--- config.mk ---
export PLATFORM = sky130hd
export DESIGN_NAME = tx_pipeline_top
export DESIGN_NICKNAME = d
export VERILOG_FILES = /design/src/design/tx_pipeline_pkg.sv /design/src/design/tx_skid_buffer.sv /design/src/design/tx_link_ctrl.sv /design/src/design/tx_trn_format.sv /design/src/design/tx_pipeline_top.sv
export SDC_FILE = /design/constraint.sdc
export NUM_CORES = 1
export LEC_CHECK = 0
export BUFFER_PORTS_ARGS = -buffer_cell sky130_fd_sc_hd__buf_2
export CORE_ASPECT_RATIO = 1.1
export CORE_MARGIN = 1.5
export CORE_UTILIZATION = 58
export CTS_BUF_LIST = sky130_fd_sc_hd__clkbuf_8
export DETAILED_ROUTE_END_ITERATION = 12
export GPL_ROUTABILITY_DRIVEN = 0
export HOLD_SLACK_MARGIN = 0.06
export PLACE_DENSITY = 0.84
export SLEW_MARGIN = 40
export SYNTH_ARGS = -nofsm -noshare
export SYNTH_HDL_FRONTEND = slang
export SYNTH_SLANG_ARGS = --single-unit
--- constraint.sdc ---
create_clock -name com_iclk -period 6.93 [get_ports com_iclk]
set_input_delay 0.3465 -clock com_iclk [delete_from_list [all_inputs] [get_ports com_iclk]]
set_output_delay 0.3465 -clock com_iclk [all_outputs]
set_load 0.05 [all_outputs]
--- src/design/tx_pipeline_pkg.sv ---
package tx_pipeline_pkg;

  // Datapath is fixed at 64 bits on both ports
  localparam int data_width = 64;

  // One strobe bit per byte
  localparam int strb_width = data_width / 8;

  // User sideband carried with each AXI-Stream beat
  localparam int user_width = 4;

  // User bit positions and their TRN sideband meaning
  localparam int user_ecrc_bit   = 0;
  localparam int user_errfwd_bit = 1;
  localparam int user_str_bit    = 2;
  localparam int user_dsc_bit    = 3;

  // Strobe of the top byte in the upper dword
  // Set means both dwords of the final beat carry data
  localparam int strb_upper_dw_bit = 7;

  // Skid buffer selection for the output register
  typedef enum logic [1:0] {
    HOLD,
    PREVIOUS,
    CURRENT
  } buf_state_e;

  // Link controller state
  typedef enum logic [1:0] {
    LINK_DOWN,
    FLUSHING,
    RUNNING
  } link_state_e;

endpackage

--- src/design/tx_skid_buffer.sv ---
`timescale 1ns/1ns

module tx_skid_buffer
  import tx_pipeline_pkg::*;
(
  input  logic                  com_iclk,
  input  logic                  com_sysrst,
  // User beat
  input  logic [data_width-1:0] s_axis_tx_tdata,
  input  logic                  s_axis_tx_tvalid,
  input  logic [strb_width-1:0] s_axis_tx_tstrb,
  input  logic                  s_axis_tx_tlast,
  input  logic [user_width-1:0] s_axis_tx_tuser,
  input  logic                  s_axis_tx_tready,
  // TRN handshake
  input  logic                  trn_tsrc_rdy,
  input  logic                  trn_tdst_rdy,
  // Registered beat towards the formatter
  output logic [data_width-1:0] reg_tdata,
  output logic                  reg_tvalid,
  output logic [strb_width-1:0] reg_tstrb,
  output logic                  reg_tlast,
  output logic [user_width-1:0] reg_tuser
);

  logic [data_width-1:0] tdata_prev;
  logic                  tvalid_prev;
  logic [strb_width-1:0] tstrb_prev;
  logic                  tlast_prev;
  logic [user_width-1:0] tuser_prev;
  logic                  data_hold;
  logic                  hold_q;
  buf_state_e            buf_sel;

  // ---------------------------------------------------------------------------
  // Previous-value copy
  // ---------------------------------------------------------------------------

  // tready reaches the user a cycle late, so the beat shown while the
  // TRN side stalls still has to be caught somewhere
  always_ff @(posedge com_iclk) begin
    if (com_sysrst) begin
      tvalid_prev <= 1'b0;
    end else if (s_axis_tx_tready) begin
      tvalid_prev <= s_axis_tx_tvalid;
    end
  end

  always_ff @(posedge com_iclk) begin
    if (s_axis_tx_tready) begin
      tdata_prev <= s_axis_tx_tdata;
      tstrb_prev <= s_axis_tx_tstrb;
      tlast_prev <= s_axis_tx_tlast;
      tuser_prev <= s_axis_tx_tuser;
    end
  end

  // ---------------------------------------------------------------------------
  // Output register selection
  // ---------------------------------------------------------------------------

  // Offered beat not taken by the core
  assign data_hold = trn_tsrc_rdy && !trn_tdst_rdy;

  always_ff @(posedge com_iclk) begin
    if (com_sysrst) begin
      hold_q <= 1'b0;
    end else begin
      hold_q <= data_hold;
    end
  end

  // Right after a stall the live input is one beat ahead
  always_comb begin
    if (data_hold) begin
      buf_sel = HOLD;
    end else if (hold_q) begin
      buf_sel = PREVIOUS;
    end else begin
      buf_sel = CURRENT;
    end
  end

  always_ff @(posedge com_iclk) begin
    if (com_sysrst) begin
      reg_tvalid <= 1'b0;
    end else begin
      case (buf_sel)
        PREVIOUS: reg_tvalid <= tvalid_prev;
        CURRENT:  reg_tvalid <= s_axis_tx_tvalid;
        default:  reg_tvalid <= reg_tvalid;
      endcase
    end
  end

  // Payload follows the same selection
  always_ff @(posedge com_iclk) begin
    case (buf_sel)
      PREVIOUS: begin
        reg_tdata <= tdata_prev;
        reg_tstrb <= tstrb_prev;
        reg_tlast <= tlast_prev;
        reg_tuser <= tuser_prev;
      end
      CURRENT: begin
        reg_tdata <= s_axis_tx_tdata;
        reg_tstrb <= s_axis_tx_tstrb;
        reg_tlast <= s_axis_tx_tlast;
        reg_tuser <= s_axis_tx_tuser;
      end
      default: begin
        reg_tdata <= reg_tdata;
        reg_tstrb <= reg_tstrb;
        reg_tlast <= reg_tlast;
        reg_tuser <= reg_tuser;
      end
    endcase
  end

endmodule

--- src/design/tx_link_ctrl.sv ---
`timescale 1ns/1ns

module tx_link_ctrl
  import tx_pipeline_pkg::*;
(
  input  logic com_iclk,
  input  logic com_sysrst,
  // User side
  input  logic s_axis_tx_tvalid,
  input  logic s_axis_tx_tlast,
  output logic s_axis_tx_tready,
  // TRN side
  input  logic trn_lnk_up,
  input  logic trn_tsrc_rdy,
  input  logic trn_tdst_rdy,
  output logic disable_trn
);

  link_state_e state_q;
  link_state_e state_d;
  logic        axi_beat_live;
  logic        axi_end_packet;
  logic        axi_in_packet;
  logic        pkt_open;

  assign axi_beat_live  = s_axis_tx_tvalid && s_axis_tx_tready;
  assign axi_end_packet = axi_beat_live && s_axis_tx_tlast;

  // User side packet tracking
  // pkt_open is the in-packet flag as it will be after this edge
  assign pkt_open = axi_beat_live ? !s_axis_tx_tlast : axi_in_packet;

  always_ff @(posedge com_iclk) begin
    if (com_sysrst) begin
      axi_in_packet <= 1'b0;
    end else begin
      axi_in_packet <= pkt_open;
    end
  end

  // ---------------------------------------------------------------------------
  // Link state
  // ---------------------------------------------------------------------------

  always_comb begin
    if (state_q == FLUSHING && !axi_end_packet) begin
      // Keep draining until tlast goes by
      state_d = FLUSHING;
    end else if (!trn_lnk_up) begin
      // Drop in the middle of a user packet starts a flush
      state_d = pkt_open ? FLUSHING : LINK_DOWN;
    end else begin
      state_d = RUNNING;
    end
  end

  always_ff @(posedge com_iclk) begin
    if (com_sysrst) begin
      state_q <= LINK_DOWN;
    end else begin
      state_q <= state_d;
    end
  end

  // ---------------------------------------------------------------------------
  // User ready
  // ---------------------------------------------------------------------------

  // Flushing swallows the rest of the packet
  // With the link up ready follows the core taking data or an empty stage
  always_ff @(posedge com_iclk) begin
    if (com_sysrst) begin
      s_axis_tx_tready <= 1'b0;
    end else if (state_d == FLUSHING) begin
      s_axis_tx_tready <= 1'b1;
    end else if (trn_lnk_up) begin
      s_axis_tx_tready <= trn_tdst_rdy || !trn_tsrc_rdy;
    end else begin
      s_axis_tx_tready <= 1'b0;
    end
  end

  // TRN side stays off from link-down until the user side is taking beats
  // again, which lets the skid buffer refill with a clean beat first
  always_ff @(posedge com_iclk) begin
    if (com_sysrst) begin
      disable_trn <= 1'b1;
    end else if (!trn_lnk_up) begin
      disable_trn <= 1'b1;
    end else if (state_q != FLUSHING && s_axis_tx_tready) begin
      disable_trn <= 1'b0;
    end
  end

endmodule

--- src/design/tx_trn_format.sv ---
`timescale 1ns/1ns

module tx_trn_format
  import tx_pipeline_pkg::*;
(
  input  logic                  com_iclk,
  input  logic                  com_sysrst,
  // Registered beat from the skid buffer
  input  logic [data_width-1:0] reg_tdata,
  input  logic                  reg_tvalid,
  input  logic [strb_width-1:0] reg_tstrb,
  input  logic                  reg_tlast,
  input  logic [user_width-1:0] reg_tuser,
  input  logic                  disable_trn,
  // TRN port
  input  logic                  trn_tdst_rdy,
  input  logic                  trn_lnk_up,
  output logic [data_width-1:0] trn_td,
  output logic                  trn_tsof,
  output logic                  trn_teof,
  output logic                  trn_tsrc_rdy,
  output logic                  trn_trem,
  output logic                  trn_terrfwd,
  output logic                  trn_tstr,
  output logic                  trn_tecrc_gen,
  output logic                  trn_tsrc_dsc
);

  logic trn_in_packet;
  logic trn_xfer;

  // ---------------------------------------------------------------------------
  // Data and sideband mapping
  // ---------------------------------------------------------------------------

  // TRN puts the first dword in the upper half, AXI in the lower half
  assign trn_td = {reg_tdata[data_width/2-1:0], reg_tdata[data_width-1:data_width/2]};

  // Remainder set when the upper dword of the last beat is valid
  assign trn_trem = reg_tstrb[strb_upper_dw_bit];

  assign trn_teof      = reg_tlast;
  assign trn_tecrc_gen = reg_tuser[user_ecrc_bit];
  assign trn_terrfwd   = reg_tuser[user_errfwd_bit];
  assign trn_tstr      = reg_tuser[user_str_bit];
  assign trn_tsrc_dsc  = reg_tuser[user_dsc_bit];

  // Nothing goes out while the link controller holds the port off
  assign trn_tsrc_rdy = reg_tvalid && !disable_trn;

  assign trn_xfer = trn_tsrc_rdy && trn_tdst_rdy;

  // ---------------------------------------------------------------------------
  // Start of packet
  // ---------------------------------------------------------------------------

  // First valid beat outside a packet
  assign trn_tsof = reg_tvalid && !trn_in_packet;

  // Single-beat packets never enter the in-packet state
  always_ff @(posedge com_iclk) begin
    if (com_sysrst) begin
      trn_in_packet <= 1'b0;
    end else if (!trn_lnk_up) begin
      trn_in_packet <= 1'b0;
    end else if (trn_xfer && trn_tsof && !trn_teof) begin
      trn_in_packet <= 1'b1;
    end else if (trn_xfer && trn_teof) begin
      trn_in_packet <= 1'b0;
    end
  end

endmodule

--- src/design/tx_pipeline_top.sv ---
`timescale 1ns/1ns

module tx_pipeline_top
  import tx_pipeline_pkg::*;
(
  input  logic                  com_iclk,
  input  logic                  com_sysrst,
  // AXI-Stream user port
  input  logic [data_width-1:0] s_axis_tx_tdata,
  input  logic                  s_axis_tx_tvalid,
  output logic                  s_axis_tx_tready,
  input  logic [strb_width-1:0] s_axis_tx_tstrb,
  input  logic                  s_axis_tx_tlast,
  input  logic [user_width-1:0] s_axis_tx_tuser,
  // TRN port
  output logic [data_width-1:0] trn_td,
  output logic                  trn_tsof,
  output logic                  trn_teof,
  output logic                  trn_tsrc_rdy,
  input  logic                  trn_tdst_rdy,
  output logic                  trn_tsrc_dsc,
  output logic                  trn_trem,
  output logic                  trn_terrfwd,
  output logic                  trn_tstr,
  output logic                  trn_tecrc_gen,
  input  logic                  trn_lnk_up
);

  // Register stage between the two ports
  logic [data_width-1:0] reg_tdata;
  logic                  reg_tvalid;
  logic [strb_width-1:0] reg_tstrb;
  logic                  reg_tlast;
  logic [user_width-1:0] reg_tuser;
  logic                  disable_trn;

  tx_skid_buffer i_tx_skid_buffer (
    .com_iclk         (com_iclk),
    .com_sysrst       (com_sysrst),
    .s_axis_tx_tdata  (s_axis_tx_tdata),
    .s_axis_tx_tvalid (s_axis_tx_tvalid),
    .s_axis_tx_tstrb  (s_axis_tx_tstrb),
    .s_axis_tx_tlast  (s_axis_tx_tlast),
    .s_axis_tx_tuser  (s_axis_tx_tuser),
    .s_axis_tx_tready (s_axis_tx_tready),
    .trn_tsrc_rdy     (trn_tsrc_rdy),
    .trn_tdst_rdy     (trn_tdst_rdy),
    .reg_tdata        (reg_tdata),
    .reg_tvalid       (reg_tvalid),
    .reg_tstrb        (reg_tstrb),
    .reg_tlast        (reg_tlast),
    .reg_tuser        (reg_tuser)
  );

  // Ready generation and link-down flush
  tx_link_ctrl i_tx_link_ctrl (
    .com_iclk         (com_iclk),
    .com_sysrst       (com_sysrst),
    .s_axis_tx_tvalid (s_axis_tx_tvalid),
    .s_axis_tx_tlast  (s_axis_tx_tlast),
    .s_axis_tx_tready (s_axis_tx_tready),
    .trn_lnk_up       (trn_lnk_up),
    .trn_tsrc_rdy     (trn_tsrc_rdy),
    .trn_tdst_rdy     (trn_tdst_rdy),
    .disable_trn      (disable_trn)
  );

  tx_trn_format i_tx_trn_format (
    .com_iclk      (com_iclk),
    .com_sysrst    (com_sysrst),
    .reg_tdata     (reg_tdata),
    .reg_tvalid    (reg_tvalid),
    .reg_tstrb     (reg_tstrb),
    .reg_tlast     (reg_tlast),
    .reg_tuser     (reg_tuser),
    .disable_trn   (disable_trn),
    .trn_tdst_rdy  (trn_tdst_rdy),
    .trn_lnk_up    (trn_lnk_up),
    .trn_td        (trn_td),
    .trn_tsof      (trn_tsof),
    .trn_teof      (trn_teof),
    .trn_tsrc_rdy  (trn_tsrc_rdy),
    .trn_trem      (trn_trem),
    .trn_terrfwd   (trn_terrfwd),
    .trn_tstr      (trn_tstr),
    .trn_tecrc_gen (trn_tecrc_gen),
    .trn_tsrc_dsc  (trn_tsrc_dsc)
  );

endmodule

==> impl_metrics.toml, run 1 <==
[detailed_routing]
drtIter0Drc = 117
firstDrtPassIters = 4
viasPerCell = 5.19
post_drt_wl_per_cell_um = 17.3
drtAntennaViolNets = 0
vias = 2857
drc_errors = 0
wirelength_mm = 9.52

[floorplanning]
core-area_um2 = 9790
chipHeight_um = 108
boundaryPins = 155
start_util_pct = 59.1
rows = 38
die_w_um = 98.3
die-area_um2 = 10600

[cts]
cts-buffers-inserted = 17
clock_latency_ns = 0.42
cts_buffer_depth = 2
cts_setup_buffers = 0
numClockSinks = 149
clk_pin_slew_ns = 0.07
hold_buffers = 0
cts_max_level = 4
cts.repair.resized = 0
cts_root_buf = "clkbuf_8"
cts_tree = "yes"

[timing]
skew_ns = 0.00837
finalWorstSetupSlack_ns = 4.36
rsz0062_at_grt = "false"
slew_headroom_pct = 51.8
fin_hold_ws_ns = 0.115
finalCriticalPeriod_ns = 2.57
worst_pin_slew_ns = 0.722
finalMaxSlewViolations = 0
fin_crit_sh_pct = 37.0
tns_ns = 0
setup_viol = 0
max_freq_mhz = 389
hold_violations = 0

[global_route]
grt_pass1_vias = 2972
grt_pass1_wl_mm = 14.9
grtUsageTotal_pct = 18.9
grt_max_degree = 75
antenna_found_initial = 0
gr-total-overflow = 0

[placement]
post-place-ws_ns = 4.29
io_buffer_count = 147
dp.final_hpwl_mm = 6.43

[worst_setup_path]
r2r_slack_ns = 4.36
worstReg2RegEnd = "i_tx_skid_buffer.reg_tdata[14]"
worst_ep_required_time_ns = 7.10
reg2regPathDepth = 5
crit_chain = "or3b_4, buf_6, nor2b_4, buf_4, mux2_4"
endpoint_kind = "register"
timing_worst_setup_path_type = "reg2reg"
max_stage_delay_ns = 0.56
slowest_stage = "buf_4"
cp.buffers_inverters = 2
start_kind = "register"
critPathTopFamily = "buffers and inverters"
crit_fanout = 74
rr_startpoint = "i_tx_skid_buffer.reg_tvalid"
arrival_ns = 2.74

[yosys]
ys_ff_latch = 149
syn_avg_cell_area_um2 = 22.5
synth_cell_types = 24
synth_top_cell_area_share_pct = 72.6
syn-cell-area_um2 = 5790
synth_seq_area_share_pct = 75.7
synth_area_leaders = "edfxtp_1 (73%), mux2_4 (18%), dfxtp_1 (3.1%)"
netlist_instances = 257
ys_warn_count = 0
syn_nets = 339
synth_top_cell_by_area = "edfxtp_1"

[run]
cap_violations = 0

[pwr]
p_leak_uw = 0.00303
ir_drop_mv = 0.157
p_per_area_nw_per_um2 = 271

[min_path]
min_from = "s_axis_tx_tdata[52]"
min_to = "i_tx_skid_buffer.tdata_prev[52]"
hold_path.class = "in2reg"
holdPathStages = 1

[finish]
syn2layout_area_growth_pct = 19.5
drive_above_1_share_pct = 58.2
antennaDiodeCount = 0
nets = 500

[status]
status = "finished clean"
## worst reg2reg max path, delay by kind of cell (launching register included)
kind                   cells  cell delay, ns
flip-flops                 1            0.33
AND/OR/NAND/NOR            2            0.51
buffers and inverters      2            1.08
multiplexers               1            0.41
## metal layers
metal | track usage [%] | vias up | part of all wire [%]
met2 | 32.7 | 101 | 53
li1 | - | 1333 | -
met1 | 21.1 | 1404 | 40
met5 | 0 | - | 0
met4 | 9.26 | 0 | 2.3
met3 | 5.91 | 19 | 5.5
## sequential cells by signal, summed over array words and instances (netlist names)
name                             count
i_tx_skid_buffer.reg_tstrb           1
i_tx_link_ctrl.s_axis_tx_tready      1
i_tx_link_ctrl.state_q               2
i_tx_skid_buffer.tstrb_prev          1
i_tx_skid_buffer.tuser_prev          4
i_tx_skid_buffer.reg_tvalid          1
i_tx_skid_buffer.hold_q              1
i_tx_trn_format.trn_in_packet        1
i_tx_skid_buffer.tvalid_prev         1
i_tx_link_ctrl.axi_in_packet         1
i_tx_skid_buffer.tdata_prev         64
i_tx_skid_buffer.tlast_prev          1
i_tx_link_ctrl.disable_trn           1
i_tx_skid_buffer.reg_tdata          64
i_tx_skid_buffer.reg_tuser           4
i_tx_skid_buffer.reg_tlast           1
## worst max path at each step
stage                                                from  cells past startpoint                        endpoint  slack [ns]
after floorplan           i_tx_link_ctrl.s_axis_tx_tready                      3    i_tx_link_ctrl.axi_in_packet        4.02
after global placement                       trn_tdst_rdy                      6  i_tx_skid_buffer.reg_tdata[43]        4.12
after detailed placement                     trn_tdst_rdy                      6  i_tx_skid_buffer.reg_tdata[14]        4.29
after CTS                     i_tx_skid_buffer.reg_tvalid                      5  i_tx_skid_buffer.reg_tdata[14]        4.32
after global routing          i_tx_skid_buffer.reg_tvalid                      5  i_tx_skid_buffer.reg_tdata[14]        4.26
final                         i_tx_skid_buffer.reg_tvalid                      5  i_tx_skid_buffer.reg_tdata[14]        4.36
## where the power goes
part / total (uW) / switching (uW) / internal (uW) / leakage [uW]
clock: 604 / 295 / 309 / 0.000189
combinational: 207 / 137 / 70.0 / 0.00136
sequential: 1060 / 21.7 / 1040 / 0.00148
total: 1880 / 454 / 1420 / 0.00303
## placed cells by master, fill, tap and decap left out, types with 2 or more instances in the layout
| cell type | instances |
|---|---|
| bufinv_16 | 2 |
| inv_1 | 2 |
| clkinv_2 | 5 |
| buf_2 | 147 |
| mux2i_1 | 2 |
| clkinv_1 | 6 |
| nor2b_1 | 3 |
| nand2_1 | 2 |
| edfxtp_1 | 140 |
| dfxtp_1 | 8 |
| buf_4 | 2 |
| nand2b_1 | 3 |
| clkbuf_8 | 17 |
| mux2_4 | 70 |
| a21oi_1 | 4 |
| nor2_1 | 2 |
## metrics by stage
step	std cells	power, uW	area [um^2]	utilization [%]
5_1_grt	551	1940	6920	70.6
3_5_place_dp	519	1290	6560	67.0
6_report	551	1880	6920	70.6
2_1_floorplan	257	1230	5790	-
3_3_place_gp	518	1280	6540	66.8
4_1_cts	551	1900	6920	70.6
## cells in the mapped netlist
master	number
a21o_2	1
a21oi_1	4
a311oi_1	1
a31oi_1	1
and2b_2	1
and3b_1	1
buf_12	8
buf_2	1
dfxtp_1	9
edfxtp_1	140
inv_1	1
mux2_4	70
mux2i_1	2
nand2_1	2
nand2b_1	3
nand3_1	1
nor2_1	2
nor2b_1	3
nor2b_4	1
nor3_1	1
nor3b_1	1
o21ai_0	1
o31ai_1	1
or3b_1	1
## final cells by class
class / count / area, um^2
multi-input cells: 98 / 1240
well taps: 120 / 150
clock buffers: 17 / 234
inverters: 1 / 3.75
repair buffers: 151 / 782
flip-flops and latches: 149 / 4390
fillers: 651 / 2880
clock inverters: 15 / 120
## cells by family after synthesis
| family | after synthesis | synth area share [%] |
|---|---|---|
| compound gates | 9 | 0.972 |
| buf+inv | 10 | 2.92 |
| flops | 149 | 75.7 |
| mux | 72 | 18.5 |
| simple gates | 17 | 1.90 |
Power figures use the tool's default switching activity.
==> run 2: changes to the inputs <==
--- a/config.mk
+++ b/config.mk
@@ -8,12 +8,12 @@
 export BUFFER_PORTS_ARGS = -buffer_cell sky130_fd_sc_hd__buf_2
 export CORE_ASPECT_RATIO = 1.1
 export CORE_MARGIN = 1.5
-export CORE_UTILIZATION = 58
+export CORE_UTILIZATION = 54
 export CTS_BUF_LIST = sky130_fd_sc_hd__clkbuf_8
 export DETAILED_ROUTE_END_ITERATION = 12
 export GPL_ROUTABILITY_DRIVEN = 0
 export HOLD_SLACK_MARGIN = 0.06
-export PLACE_DENSITY = 0.84
+export PLACE_DENSITY = 0.79
 export SLEW_MARGIN = 40
 export SYNTH_ARGS = -nofsm -noshare
 export SYNTH_HDL_FRONTEND = slang
==> constraint.sdc (replaced) <==
create_clock -name com_iclk -period 2.45 [get_ports com_iclk]
set_input_delay 0.1225 -clock com_iclk [delete_from_list [all_inputs] [get_ports com_iclk]]
set_output_delay 0.1225 -clock com_iclk [all_outputs]
set_load 0.05 [all_outputs]
==> run 2 against run 1 <==
Design area grew 12%. Die area grew 7.2%. Non-clock buffer count rose by 75. Worst setup slack got worse by 3.9 ns. Largest power group unchanged. Critical endpoint is now i_tx_link_ctrl.s_axis_tx_tready. Sequential cell count stayed put. Critical path type unchanged. Total power increased to 2.9 times the previous value. Global-route usage rose by 1.1 points.
==> impl_metrics.toml, run 2 (synthesis results as in run 1) <==
[status]
status = "finished clean"

[min_path]
holdPathStages = 2
min_from = "s_axis_tx_tdata[23]"
hold_path.class = "in2reg"

[cts]
cts_root_buf = "clkbuf_8"
cts-buffers-inserted = 17
clk_pin_slew_ns = 0.08
cts_tree = "yes"
cts_buffer_depth = 2
numClockSinks = 149
cts_setup_buffers = 0
clock_latency_ns = 0.42
cts_max_level = 4

[timing]
slew_headroom_pct = 55.8
fin_crit_sh_pct = 82.8
finalMaxSlewViolations = 0
skew_ns = 0.00671
finalCriticalPeriod_ns = 2.03
fin_hold_ws_ns = 0.421
setup_viol = 0
max_freq_mhz = 493
tns_ns = 0
worst_pin_slew_ns = 0.663
hold_violations = 0
rsz0062_at_grt = "false"

[worst_setup_path]
crit_fanout = 49
r2r_slack_ns = 0.42
crit_start = "i_tx_link_ctrl.s_axis_tx_tready"
start_kind = "register"
worst_ep_required_time_ns = 2.81
arrival_ns = 2.39
rr_startpoint = "i_tx_link_ctrl.s_axis_tx_tready"
reg2regPathDepth = 4
timing_worst_setup_path_type = "reg2reg"
endpoint_kind = "register"

[detailed_routing]
drtIter0Drc = 149
firstDrtPassIters = 4
wirelength_mm = 10.9
drtAntennaViolNets = 0
drc_errors = 0
vias = 3163
post_drt_wl_per_cell_um = 16.8
viasPerCell = 4.87

[pwr]
clkPwrFrac_pct = 32.5
power_frac_comb_pct = 12.5
total_power_uw = 5480
swShare_pct = 24.9
power.internal_uw = 4120
p_per_area_nw_per_um2 = 709
p_leak_uw = 0.00334
ir_drop_mv = 0.528
pwr-share-seq_pct = 55.0
switchingPower_uw = 1370

[placement]
dp.final_hpwl_mm = 6.39
place_area_um2 = 6610
io_buffer_count = 147

[global_route]
grt_max_degree = 74
gr-total-overflow = 0
grt_pass1_wl_mm = 16.7
grt_pass1_vias = 3444
grtUsageTotal_pct = 19.9
antenna_found_initial = 0

[floorplanning]
rows = 39
boundaryPins = 155
chipHeight_um = 112
start_util_pct = 55.7
die_w_um = 102
die-area_um2 = 11400
core-area_um2 = 10400

[run]
cap_violations = 0

[finish]
nets = 575
mostFrequentLayoutCell = "buf_2"
top_regs = "i_tx_skid_buffer.reg_tdata x64, i_tx_skid_buffer.tdata_prev x64"
syn2layout_area_growth_pct = 33.5
fill_cells = 607
final_cell_mix = "buf_2 (147), edfxtp_1 (140), dlygate4sd3_1 (75), mux2_4 (70), clkbuf_8 (17)"
antennaDiodeCount = 0
fin_area_um2 = 7730
drive_above_1_share_pct = 50.2
==> run 2: path summary, 6_finish.rpt <==
kind / to
setup / recovery: i_tx_link_ctrl.s_axis_tx_tready
hold / removal: i_tx_skid_buffer.tdata_prev[23]
setup reg to reg: i_tx_link_ctrl.s_axis_tx_tready
hold reg to reg: i_tx_skid_buffer.tvalid_prev
==> run 2: power by group through the flow <==
stage	clock [uW]	sequential, uW	combinational [uW]
after floorplan	0	3340	138
after global placement	0	3060	576
after detailed placement	0	3070	590
after CTS	1830	3010	684
after global routing	1920	3030	720
final	1780	3010	686
==> run 2: critical path, stage by stage, from the launching register on <==
cell	delay (ns)
dfxtp_4	0.79
and3b_1	0.33
o31ai_1	0.10
a31oi_1	0.19
dlygate4sd3_1	0.56
==> run 2: area by class of cell <==
type                    instances  area [um^2]  share of cell area, %
multi-input cells              98         1240                   16.0
flip-flops and latches        149         4390                   56.8
repair buffers                226         1550                   20.0
well taps                     143          179                   2.31
clock buffers                  17          234                   3.03
clock inverters                15          140                   1.81
inverters                       1         3.75                 0.0486
==> run 2: metal layers <==
layer,track usage [%],vias up,routed length (um)
li1,-,1484,-
met1,22.4,1538,4260
met2,34.9,117,5890
met3,3.70,24,472
met4,11.5,0,265
met5,0,-,0
==> run 2: timing repair <==
action                    in CTS  in global routing
hold buffers                  75                  0
hold endpoints to repair     149                  0
resized for setup              0                  0
==> run 2: through the flow <==
stage               worst slack, ns  util (%)  std cells
floorplan                     0.338         -        257
global placement              0.722      63.5        542
detailed placement            0.687      63.5        542
CTS                           0.434      74.4        649
global route                  0.264      74.4        649
finish                        0.422      74.4        649
